### src/logic/bus_setup_pkg.sv
`default_nettype none

package bus_setup_pkg;

    localparam int NUM_MASTERS = 2;
    localparam int NUM_SLAVES  = 3;
    localparam int DATA_W      = 16;

    localparam int SLAVE_DEPTHS [NUM_SLAVES] = '{4096, 4096, 2048};

    // deepest slave sets the master address width
    function automatic int max_depth();
        int deepest;
        deepest = 0;
        foreach (SLAVE_DEPTHS[i]) begin
            if (SLAVE_DEPTHS[i] > deepest) begin
                deepest = SLAVE_DEPTHS[i];
            end
        end
        return deepest;
    endfunction

    localparam int ADDR_W             = $clog2(max_depth());
    localparam int BANK_DEPTH         = 16;  // externally written words per master
    localparam int CONFIG_SLOT_CYCLES = 2;   // cycles each config word is held

    typedef logic [DATA_W-1:0]               data_t;
    typedef logic [ADDR_W-1:0]               addr_t;
    typedef logic [$clog2(NUM_SLAVES+1)-1:0] slave_id_t;   // 0 means no slave
    typedef logic [$clog2(BANK_DEPTH)-1:0]   bank_addr_t;

    typedef enum logic [3:0] {
        sel_slave,
        sel_rw,
        sel_ext,
        ext_write_m0,
        ext_write_m01,
        ext_write_m1,
        first_addr_m0,
        first_addr_m1,
        count_m0,
        count_m1,
        configuring,
        com_ready,
        communicating,
        com_done
    } phase_t;

    typedef struct packed {
        logic      start;
        logic      burst;       // more than one word was written
        logic      rd_wr;       // 1 = write
        logic      ext_write;
        slave_id_t slave_id;
        addr_t     address;
        addr_t     last_addr;
        data_t     data;
    } master_cmd_t;

endpackage

`default_nettype wire

### src/logic/setup_fsm.sv
`timescale 1ns/100ps
`default_nettype none

module setup_fsm (
    input  wire logic                                  clk,
    input  wire logic                                  rstN,
    input  wire logic                                  step,
    input  wire logic [3:0]                            sw_slaves,
    input  wire logic [1:0]                            sw_ext,
    input  wire logic                                  config_done,
    input  wire logic [bus_setup_pkg::NUM_MASTERS-1:0] com_done,
    output bus_setup_pkg::phase_t                      phase,
    output logic                                       com_start
);
    import bus_setup_pkg::*;

    phase_t step_target;  // where a step strobe would take us
    phase_t phase_next;

    // one cycle strobe when leaving com_ready; the sequencer registers it
    assign com_start = (phase == com_ready) && step;

    // the com_done port hides the phase literal so it is named with its package
    always_comb begin
        step_target = phase;
        case (phase)
            sel_slave:     step_target = (sw_slaves == '0) ? bus_setup_pkg::com_done : sel_rw;
            sel_rw:        step_target = sel_ext;
            sel_ext: begin
                case (sw_ext)
                    2'd0: step_target = first_addr_m0;
                    2'd1: step_target = ext_write_m0;
                    2'd2: step_target = ext_write_m1;
                    2'd3: step_target = ext_write_m01;
                endcase
            end
            ext_write_m01: step_target = ext_write_m1;   // master 0 words first
            ext_write_m0,
            ext_write_m1:  step_target = first_addr_m0;
            first_addr_m0: step_target = first_addr_m1;
            first_addr_m1: step_target = count_m0;
            count_m0:      step_target = count_m1;
            count_m1:      step_target = configuring;
            com_ready:     step_target = communicating;
            default:       step_target = phase;           // step ignored here
        endcase
    end

    always_comb begin
        phase_next = phase;
        if (phase == configuring) begin
            if (config_done) begin
                phase_next = com_ready;
            end
        end else if (phase == communicating) begin
            if (&com_done) begin
                phase_next = bus_setup_pkg::com_done;
            end
        end else if (step) begin
            phase_next = step_target;
        end
    end

    always_ff @(posedge clk or negedge rstN) begin
        if (!rstN) begin
            phase <= sel_slave;
        end else begin
            phase <= phase_next;  // com_done has no way out but reset
        end
    end

endmodule

`default_nettype wire

### src/logic/master_setup_regs.sv
`timescale 1ns/100ps
`default_nettype none

module master_setup_regs (
    input  wire logic                                                 clk,
    input  wire logic                                                 rstN,
    input  wire bus_setup_pkg::phase_t                                phase,
    input  wire logic [17:0]                                          sw,
    input  wire logic                                                 next_addr,
    input  wire bus_setup_pkg::data_t [bus_setup_pkg::NUM_MASTERS-1:0] master_data,
    output bus_setup_pkg::slave_id_t  [bus_setup_pkg::NUM_MASTERS-1:0] slave_id,
    output logic                      [bus_setup_pkg::NUM_MASTERS-1:0] rd_wr,
    output logic                      [bus_setup_pkg::NUM_MASTERS-1:0] ext_write,
    output bus_setup_pkg::addr_t      [bus_setup_pkg::NUM_MASTERS-1:0] first_addr,
    output bus_setup_pkg::addr_t      [bus_setup_pkg::NUM_MASTERS-1:0] last_addr,
    output bus_setup_pkg::addr_t      [bus_setup_pkg::NUM_MASTERS-1:0] done_addr,
    output bus_setup_pkg::data_t      [bus_setup_pkg::NUM_MASTERS-1:0] readback
);
    import bus_setup_pkg::*;

    // depth of the chosen slave with the full range when none is chosen
    function automatic logic [ADDR_W:0] depth_of(input slave_id_t id);
        logic [ADDR_W:0] depth;
        depth = (ADDR_W+1)'(max_depth());
        if (id != '0) begin
            depth = (ADDR_W+1)'(SLAVE_DEPTHS[id - 1'b1]);
        end
        return depth;
    endfunction

    function automatic addr_t clamp_last(input addr_t first, input addr_t count,
                                         input slave_id_t id);
        logic [ADDR_W:0] sum;
        logic [ADDR_W:0] depth;
        addr_t           last;
        sum   = {1'b0, first} + {1'b0, count};  // one extra bit for the carry
        depth = depth_of(id);
        last  = sum[ADDR_W-1:0];
        if (sum >= depth) begin
            last = addr_t'(depth - 1'b1);   // stop at the slave's top word
        end
        return last;
    endfunction

    always_ff @(posedge clk or negedge rstN) begin
        if (!rstN) begin
            slave_id   <= '0;
            rd_wr      <= '0;
            ext_write  <= '0;
            first_addr <= '0;
            last_addr  <= '0;
            done_addr  <= '0;
            readback   <= '0;
        end else begin
            case (phase)
                sel_slave: begin
                    slave_id[0] <= sw[1:0];
                    slave_id[1] <= sw[3:2];
                end
                sel_rw:        rd_wr         <= sw[NUM_MASTERS-1:0];
                sel_ext:       ext_write     <= sw[NUM_MASTERS-1:0];
                first_addr_m0: first_addr[0] <= sw[ADDR_W-1:0];
                first_addr_m1: first_addr[1] <= sw[ADDR_W-1:0];
                count_m0: last_addr[0] <= clamp_last(first_addr[0], sw[ADDR_W-1:0], slave_id[0]);
                count_m1: last_addr[1] <= clamp_last(first_addr[1], sw[ADDR_W-1:0], slave_id[1]);
                com_done: begin
                    readback <= master_data;  // both masters read the same address
                    if (next_addr) begin
                        done_addr <= {NUM_MASTERS{sw[ADDR_W-1:0]}};
                    end
                end
                default: ;
            endcase
        end
    end

endmodule

`default_nettype wire

### src/logic/write_data_bank.sv
`timescale 1ns/100ps
`default_nettype none

module write_data_bank (
    input  wire logic                                      clk,
    input  wire logic                                      rstN,
    input  wire bus_setup_pkg::phase_t                     phase,
    input  wire bus_setup_pkg::data_t                      sw_data,
    input  wire logic                                      next_addr,
    input  wire logic                                      step,
    input  wire logic                                      rd_master,
    input  wire bus_setup_pkg::bank_addr_t                 rd_index,
    output bus_setup_pkg::data_t                           rd_word,
    output bus_setup_pkg::bank_addr_t [bus_setup_pkg::NUM_MASTERS-1:0] word_count,
    output logic                      [bus_setup_pkg::NUM_MASTERS-1:0] burst
);
    import bus_setup_pkg::*;

    data_t      bank [NUM_MASTERS][BANK_DEPTH];
    bank_addr_t wr_ptr;      // shared by both masters and cleared on step
    logic       wr_active;
    logic       wr_master;

    always_comb begin
        wr_active = 1'b1;
        wr_master = 1'b0;
        case (phase)
            ext_write_m0,
            ext_write_m01: wr_master = 1'b0;
            ext_write_m1:  wr_master = 1'b1;
            default:       wr_active = 1'b0;
        endcase
    end

    // switch word is stored every cycle so the last value before a strobe stays
    always_ff @(posedge clk) begin
        if (wr_active) begin
            bank[wr_master][wr_ptr] <= sw_data;
        end
    end

    always_ff @(posedge clk or negedge rstN) begin
        if (!rstN) begin
            wr_ptr     <= '0;
            word_count <= '0;
            burst      <= '0;
        end else if (wr_active) begin
            if (step) begin
                wr_ptr <= '0;  // next master starts at location zero
            end else if (next_addr) begin
                wr_ptr                <= wr_ptr + 1'b1;
                burst[wr_master]      <= 1'b1;
                word_count[wr_master] <= word_count[wr_master] + 1'b1;
            end
        end
    end

    assign rd_word = bank[rd_master][rd_index];  // same-cycle read for the sequencer

endmodule

`default_nettype wire

### src/logic/config_sequencer.sv
`timescale 1ns/100ps
`default_nettype none

module config_sequencer (
    input  wire logic                                                  clk,
    input  wire logic                                                  rstN,
    input  wire bus_setup_pkg::phase_t                                 phase,
    input  wire logic                       [bus_setup_pkg::NUM_MASTERS-1:0] ext_write,
    input  wire bus_setup_pkg::bank_addr_t  [bus_setup_pkg::NUM_MASTERS-1:0] word_count,
    input  wire bus_setup_pkg::data_t                                  rd_word,
    input  wire bus_setup_pkg::addr_t       [bus_setup_pkg::NUM_MASTERS-1:0] first_addr,
    input  wire bus_setup_pkg::addr_t       [bus_setup_pkg::NUM_MASTERS-1:0] done_addr,
    input  wire logic                                                  com_start,
    output logic                                                       rd_master,
    output bus_setup_pkg::bank_addr_t                                  rd_index,
    output logic                            [bus_setup_pkg::NUM_MASTERS-1:0] start,
    output bus_setup_pkg::data_t            [bus_setup_pkg::NUM_MASTERS-1:0] data,
    output bus_setup_pkg::addr_t            [bus_setup_pkg::NUM_MASTERS-1:0] address,
    output logic                                                       config_done
);
    import bus_setup_pkg::*;

    typedef enum logic [1:0] {start_slot, middle_slot, last_slot, done} sub_state_t;

    sub_state_t                            state;
    logic [$clog2(CONFIG_SLOT_CYCLES)-1:0] slot_cycle;
    bank_addr_t                            word_idx;
    logic                                  master;     // master being configured
    bank_addr_t                            last_idx;
    logic                                  slot_end;
    logic                                  active;
    logic                                  word_valid;

    assign active   = (phase == configuring) && (state != done);
    assign slot_end = (slot_cycle == CONFIG_SLOT_CYCLES - 1);

    // last slot index is the final written word or else the fixed second slot
    assign last_idx = (ext_write[master] && word_count[master] != '0) ?
                      word_count[master] : bank_addr_t'(1);
    assign word_valid = ext_write[master] && (word_idx <= word_count[master]);

    assign rd_master   = master;
    assign rd_index    = word_idx;
    assign config_done = (state == done);

    always_ff @(posedge clk or negedge rstN) begin
        if (!rstN) begin
            state      <= start_slot;
            slot_cycle <= '0;
            word_idx   <= '0;
            master     <= 1'b0;
        end else if (phase != configuring) begin
            state      <= start_slot;  // rearmed for the next configuration
            slot_cycle <= '0;
            word_idx   <= '0;
            master     <= 1'b0;
        end else if (active) begin
            slot_cycle <= slot_end ? '0 : slot_cycle + 1'b1;
            if (slot_end) begin
                if (state == last_slot) begin
                    word_idx <= '0;
                    if (master == 1'(NUM_MASTERS - 1)) begin
                        state <= done;
                    end else begin
                        master <= master + 1'b1;
                        state  <= start_slot;
                    end
                end else begin
                    word_idx <= word_idx + 1'b1;
                    state    <= (word_idx + 1'b1 == last_idx) ? last_slot : middle_slot;
                end
            end
        end
    end

    always_ff @(posedge clk or negedge rstN) begin
        if (!rstN) begin
            start   <= '0;
            data    <= '0;
            address <= '0;
        end else begin
            start <= {NUM_MASTERS{com_start}};   // common start pulse for both
            if (active) begin
                data[master] <= word_valid ? rd_word : '0;  // unwritten slots send zero
                if (slot_cycle == '0 && state != middle_slot) begin
                    start[master] <= 1'b1;
                end
                if (state == start_slot) begin
                    address[master] <= first_addr[master];
                end
            end
            if (phase == com_done) begin
                address <= done_addr;
            end
        end
    end

endmodule

`default_nettype wire

### src/logic/bus_setup_top.sv
`timescale 1ns/100ps
`default_nettype none

module bus_setup_top (
    input  wire logic                                          clk,
    input  wire logic                                          rstN,
    input  wire logic [17:0]                                   sw,
    input  wire logic                                          step,
    input  wire logic                                          next_addr,
    input  wire logic [bus_setup_pkg::NUM_MASTERS-1:0]         com_done,
    input  wire bus_setup_pkg::data_t [bus_setup_pkg::NUM_MASTERS-1:0] master_data,
    output bus_setup_pkg::master_cmd_t [bus_setup_pkg::NUM_MASTERS-1:0] cmd,
    output bus_setup_pkg::phase_t                              phase,
    output bus_setup_pkg::data_t [bus_setup_pkg::NUM_MASTERS-1:0] readback
);
    import bus_setup_pkg::*;

    logic                          config_done;
    logic                          com_start;
    slave_id_t  [NUM_MASTERS-1:0]  slave_id;
    logic       [NUM_MASTERS-1:0]  rd_wr;
    logic       [NUM_MASTERS-1:0]  ext_write;
    addr_t      [NUM_MASTERS-1:0]  first_addr;
    addr_t      [NUM_MASTERS-1:0]  last_addr;
    addr_t      [NUM_MASTERS-1:0]  done_addr;
    bank_addr_t [NUM_MASTERS-1:0]  word_count;
    logic       [NUM_MASTERS-1:0]  burst;
    logic                          rd_master;
    bank_addr_t                    rd_index;
    data_t                         rd_word;
    logic       [NUM_MASTERS-1:0]  start;
    data_t      [NUM_MASTERS-1:0]  data;
    addr_t      [NUM_MASTERS-1:0]  address;

    setup_fsm u_fsm (
        .clk, .rstN, .step,
        .sw_slaves(sw[3:0]), .sw_ext(sw[1:0]),
        .config_done, .com_done, .phase, .com_start
    );

    master_setup_regs u_regs (
        .clk, .rstN, .phase, .sw, .next_addr, .master_data,
        .slave_id, .rd_wr, .ext_write, .first_addr, .last_addr, .done_addr, .readback
    );

    write_data_bank u_bank (
        .clk, .rstN, .phase, .sw_data(sw[DATA_W-1:0]), .next_addr, .step,
        .rd_master, .rd_index, .rd_word, .word_count, .burst
    );

    config_sequencer u_seq (
        .clk, .rstN, .phase, .ext_write, .word_count, .rd_word, .first_addr, .done_addr,
        .com_start, .rd_master, .rd_index, .start, .data, .address, .config_done
    );

    // command fields come from the setup registers and the sequencer
    always_comb begin
        for (int i = 0; i < NUM_MASTERS; i++) begin
            cmd[i].start     = start[i];
            cmd[i].burst     = burst[i];
            cmd[i].rd_wr     = rd_wr[i];
            cmd[i].ext_write = ext_write[i];
            cmd[i].slave_id  = slave_id[i];
            cmd[i].address   = address[i];
            cmd[i].last_addr = last_addr[i];
            cmd[i].data      = data[i];
        end
    end

endmodule

`default_nettype wire

### config.mk
export PLATFORM = sky130hd
export DESIGN_NAME = bus_setup_top
export DESIGN_NICKNAME = d
export VERILOG_FILES = /design/src/logic/bus_setup_pkg.sv /design/src/logic/setup_fsm.sv /design/src/logic/master_setup_regs.sv /design/src/logic/write_data_bank.sv /design/src/logic/config_sequencer.sv /design/src/logic/bus_setup_top.sv
export SDC_FILE = /design/constraint.sdc
export NUM_CORES = 1
export LEC_CHECK = 0
export ABC_CLOCK_PERIOD_IN_PS = 2750
export BUFFER_PORTS_ARGS = -buffer_cell sky130_fd_sc_hd__buf_2
export CAP_MARGIN = 0
export CORE_AREA = 2 2 309 280
export CTS_CLUSTER_SIZE = 40
export DETAILED_ROUTE_END_ITERATION = 8
export DIE_AREA = 0 0 311 282
export PLACE_DENSITY = 0.48
export SLEW_MARGIN = 20
export SYNTH_ARGS = -nofsm -noshare
export SYNTH_HDL_FRONTEND = slang
export SYNTH_HIERARCHICAL = 1
export SYNTH_SLANG_ARGS = --single-unit
### constraint.sdc
create_clock -name clk -period 2.75 [get_ports clk]
set_input_delay 0.6875 -clock clk [delete_from_list [all_inputs] [get_ports clk]]
set_output_delay 0.6875 -clock clk [all_outputs]
set_load 0.03 [all_outputs]
==> run_results.csv <==
group,metric,value,unit
route,drt-initial-drc-count,1181,
grt,grt_pass1_vias,18405,
power_and_ir_drop,ir_drop,0.5896,mV
timing,worst_pin_slew,1.140,ns
cts,insertion_delay,0.62,ns
placement,gp_congestion,0.8100,
worst_setup_path,critical_path_required,3.25,ns
floorplan,die_w,311,µm
yosys,synthDistinctLibCells,80,
yosys,synth_xor_area_share,0.9170,%
timing,timing.final.crit_share,107.5,%
outcome,violations,"negative setup slack",
grt,grt_overflow,0,
route,drc,0,
yosys,synth_top_family_by_area,"multiplexers",
cts,clockBufferDepth,3,
worst_setup_path,reg2reg_setup_slack,-0.21,ns
yosys,syn-num-nets,2117,
yosys,synth_area_per_cell,14.54,µm²
cts,cts_buffers,75,
timing,slew_headroom,23.69,%
yosys,ys_warn_count,6,
route,first_pass_iters,7,
route,viasPerCell,5.087,
cts,h-tree-depth,3,
yosys,synth_compound_area_share,7.600,%
yosys,seq_area_frac_synth,68.11,%
final_layout,register_area,19980,µm²
yosys,synth_simple_gate_area_share,7.114,%
floorplan,fp.dieH,282,µm
yosys,synth_top_area_share,52.41,%
floorplan,core,84160,µm²
worst_setup_path,worstSetupStartpointType,"register",
cts,path_clk_slew,0.06,ns
final_layout,area_delta_synth_final,22.25,%
yosys,synthCells,2018,
yosys,ys.flop_type,"edfxtp_1",
yosys,synthArstFlopShare,26.44,%
floorplan,die_area,87700,µm²
timing,fin_ws,-0.2058,ns
cts,cts.sinks,696,
power_and_ir_drop,power.leakage,12.69,nW
timing,min_period,2.956,ns
route,ant_nets,0,
worst_setup_path,crit_fanout,5,
grt,antenna_found_initial,1,
cts,cts_tree,"done",
yosys,ys_seq_elements,696,
timing,hold_viol,0,
timing,fmax,338.3,MHz
power_and_ir_drop,power_density,919.1,nW/µm²
route,wl_per_cell,22.92,µm
grt,grt_pass1_wl,119700,µm
grt,grt_max_degree,64,
outcome,status,"complete, but fails checks",
timing,finalSetupViolCount,5,
route,vias,18160,
floorplan,rows,101,
worst_setup_path,endpoint_kind,"register",
timing,finClkSkew,0.02443,ns
cts,cts_hold_buffers,0,
final_layout,nets,2479,
yosys,synth_edf_count,512,
yosys,synth_top_area_cell,"edfxtp_1",
floorplan,start_util,34.86,%
min_path,worstHoldPathType,"primary input to async pin",
yosys,synthMuxAreaShare,11.91,%
route,drt-total-wl,81830,µm
placement,place.port_buffers,181,
timing,maxSlewViolCount,0,
timing,rsz0062_at_grt,"yes",
yosys,synthAdderAreaFrac,1.885,%
cts,root_buffer,"clkbuf_16",
run,drv_cap,0,
final_layout,fillers,7816,
final_layout,final_layout_size_suffix_gt1_share,25.78,%
floorplan,io_pins,184,
worst_setup_path,critical_path_arrival,3.45,ns
power_and_ir_drop,power,32.96,mW
placement,dp_hpwl,53260,µm
worst_setup_path,crit_type,"register to register",
timing,hold_ws,0.06317,ns
yosys,yosys-top-cells-area,"edfxtp_1 (52%), dfrtp_1 (16%), mux2i_1 (8.9%), mux2_2 (1.9%), ha_1 (1.7%)",
yosys,syn-cell-area,29340,µm²
final_layout,multi_input_area,8859,µm²
grt,grt_usage,18.37,%
[synth_stat cells, drive strengths merged (10+ instances only)]
master	number
a31oi	44
clkbuf	48
nor3	29
nor2	100
a22oi	66
mux2	78
o21a	10
inv	23
dfrtp	184
nand4	21
xor2	10
edfxtp	512
o21ai	58
buf	77
nand3	89
nand2	120
a22o	32
a21oi	80
ha	41
and3	12
mux2i	261
nor2b	11
xnor2	18
nand2b	14
[through the flow]
| stage | TNS, ns | worst slack, ns | util, % | cells | cell area, µm² |
|---|---|---|---|---|---|
| after floorplan | -1.174 | -0.2655 | - | 2018 | 29440 |
| final | -0.4715 | -0.2058 | 42.61 | 3570 | 35860 |
| after CTS | -0.6348 | -0.1522 | 42.48 | 3566 | 35750 |
| after global placement | -13.34 | -0.6111 | 39.57 | 3428 | 33300 |
| after global routing | -2.403 | -0.4329 | 42.61 | 3569 | 35860 |
| after detailed placement | -14.48 | -0.6053 | 39.57 | 3428 | 33300 |
[placed cells by master (no fill, tap or decap), drive strengths merged, types with 18 or more instances in the layout]
cell type,n
o21ai,58
buf,409
edfxtp,512
a21oi,80
xnor2,18
ha,41
nand2,120
mux2i,261
inv,26
nor3,29
a22oi,66
mux2,78
clkbuf,104
nand4,21
nor2,100
nand3,89
dfrtp,184
a22o,32
clkinv,21
a31oi,44
[power breakdown]
part | leakage [nW] | switching, mW | internal [mW]
combinational | 4.72 | 5.74 | 3.95
clock | 1.16 | 4.14 | 5.66
sequential | 6.82 | 0.962 | 12.5
[cells by family after synthesis]
| family | Yosys count |
|---|---|
| buf+inv | 148 |
| fa+ha+maj | 43 |
| mux | 339 |
| simple gates | 426 |
| xor+xnor | 29 |
| flops | 696 |
| compound gates | 337 |
[worst paths after layout]
path / startpoint / end / cells past startpoint
setup / recovery: u_regs/first_addr[1]$_DFFE_PN0N_ / u_regs/last_addr[11]$_DFFE_PN0N_ / 14
hold / removal: rstN / u_regs/slave_id[1]$_DFFE_PN0N_ / 1
setup reg to reg: u_regs/first_addr[1]$_DFFE_PN0N_ / u_regs/last_addr[11]$_DFFE_PN0N_ / 14
hold reg to reg: u_bank/burst[1]$_DFFE_PN0P_ / u_bank/burst[1]$_DFFE_PN0P_ / 1
max in group asynchronous: rstN / u_seq/data[27]$_DFFE_PN0P_ / 2
min in group clk: master_data[29] / u_regs/readback[29]$_DFFE_PN0N_ / 2
[sequential cells by signal (all words and copies together), names as in the netlist, 2 cells and up]
name / cells
u_bank/bank: 512
u_seq/rd_index: 4
u_regs/rd_wr: 2
u_regs/done_addr: 12
u_regs/slave_id: 4
u_fsm/phase: 4
u_seq/state: 2
u_bank/word_count: 8
u_regs/readback: 32
u_seq/address: 24
u_regs/last_addr: 24
u_bank/burst: 2
u_seq/data: 32
u_seq/start: 2
u_regs/ext_write: 2
u_bank/wr_ptr: 4
u_regs/first_addr: 24
[cell type report]
class	instances	area share [%]
well taps	1133	3.953
diodes	1	0.006978
inverters	23	0.2477
multi-input cells	1174	24.70
flip-flops and latches	696	55.73
clock buffers	103	5.868
clock inverters	30	0.7606
repair buffers	410	8.736
[per-layer routing]
| metal | share of wire [%] | vias up | global-route usage (%) | wire [µm] |
|---|---|---|---|---|
| li1 | - | 8400 | - | - |
| met1 | 45 | 9337 | 24.82 | 36780 |
| met2 | 49 | 326 | 30.87 | 40100 |
| met3 | 3.9 | 97 | 3.126 | 3226 |
| met4 | 2.1 | 0 | 4.534 | 1728 |
| met5 | 0 | - | 0 | 0 |
[worst max-delay path, stage by stage (launching register included)]
cell and delay [ns]:
dfrtp_1 0.42, ha_4 0.28, a21oi_2 0.05, nand4b_1 0.22, a311oi_2 0.37, nor4_2 0.08
nor2_1 0.14, xor2_1 0.18, ha_1 0.26, o21ai_2 0.13, nor2b_4 0.16, buf_6 0.12
nor2_1 0.05, a311oi_2 0.25, o22ai_1 0.11
[repair_timing]
action                                 CTS  global route
setup endpoints to repair               50            30
endpoints found under the hold margin    0             0
gates resized for setup                  9            16
pin swaps                                5            17
setup buffers                            7             6
gates cloned                             0             0
Power figures use the tool's default switching activity.
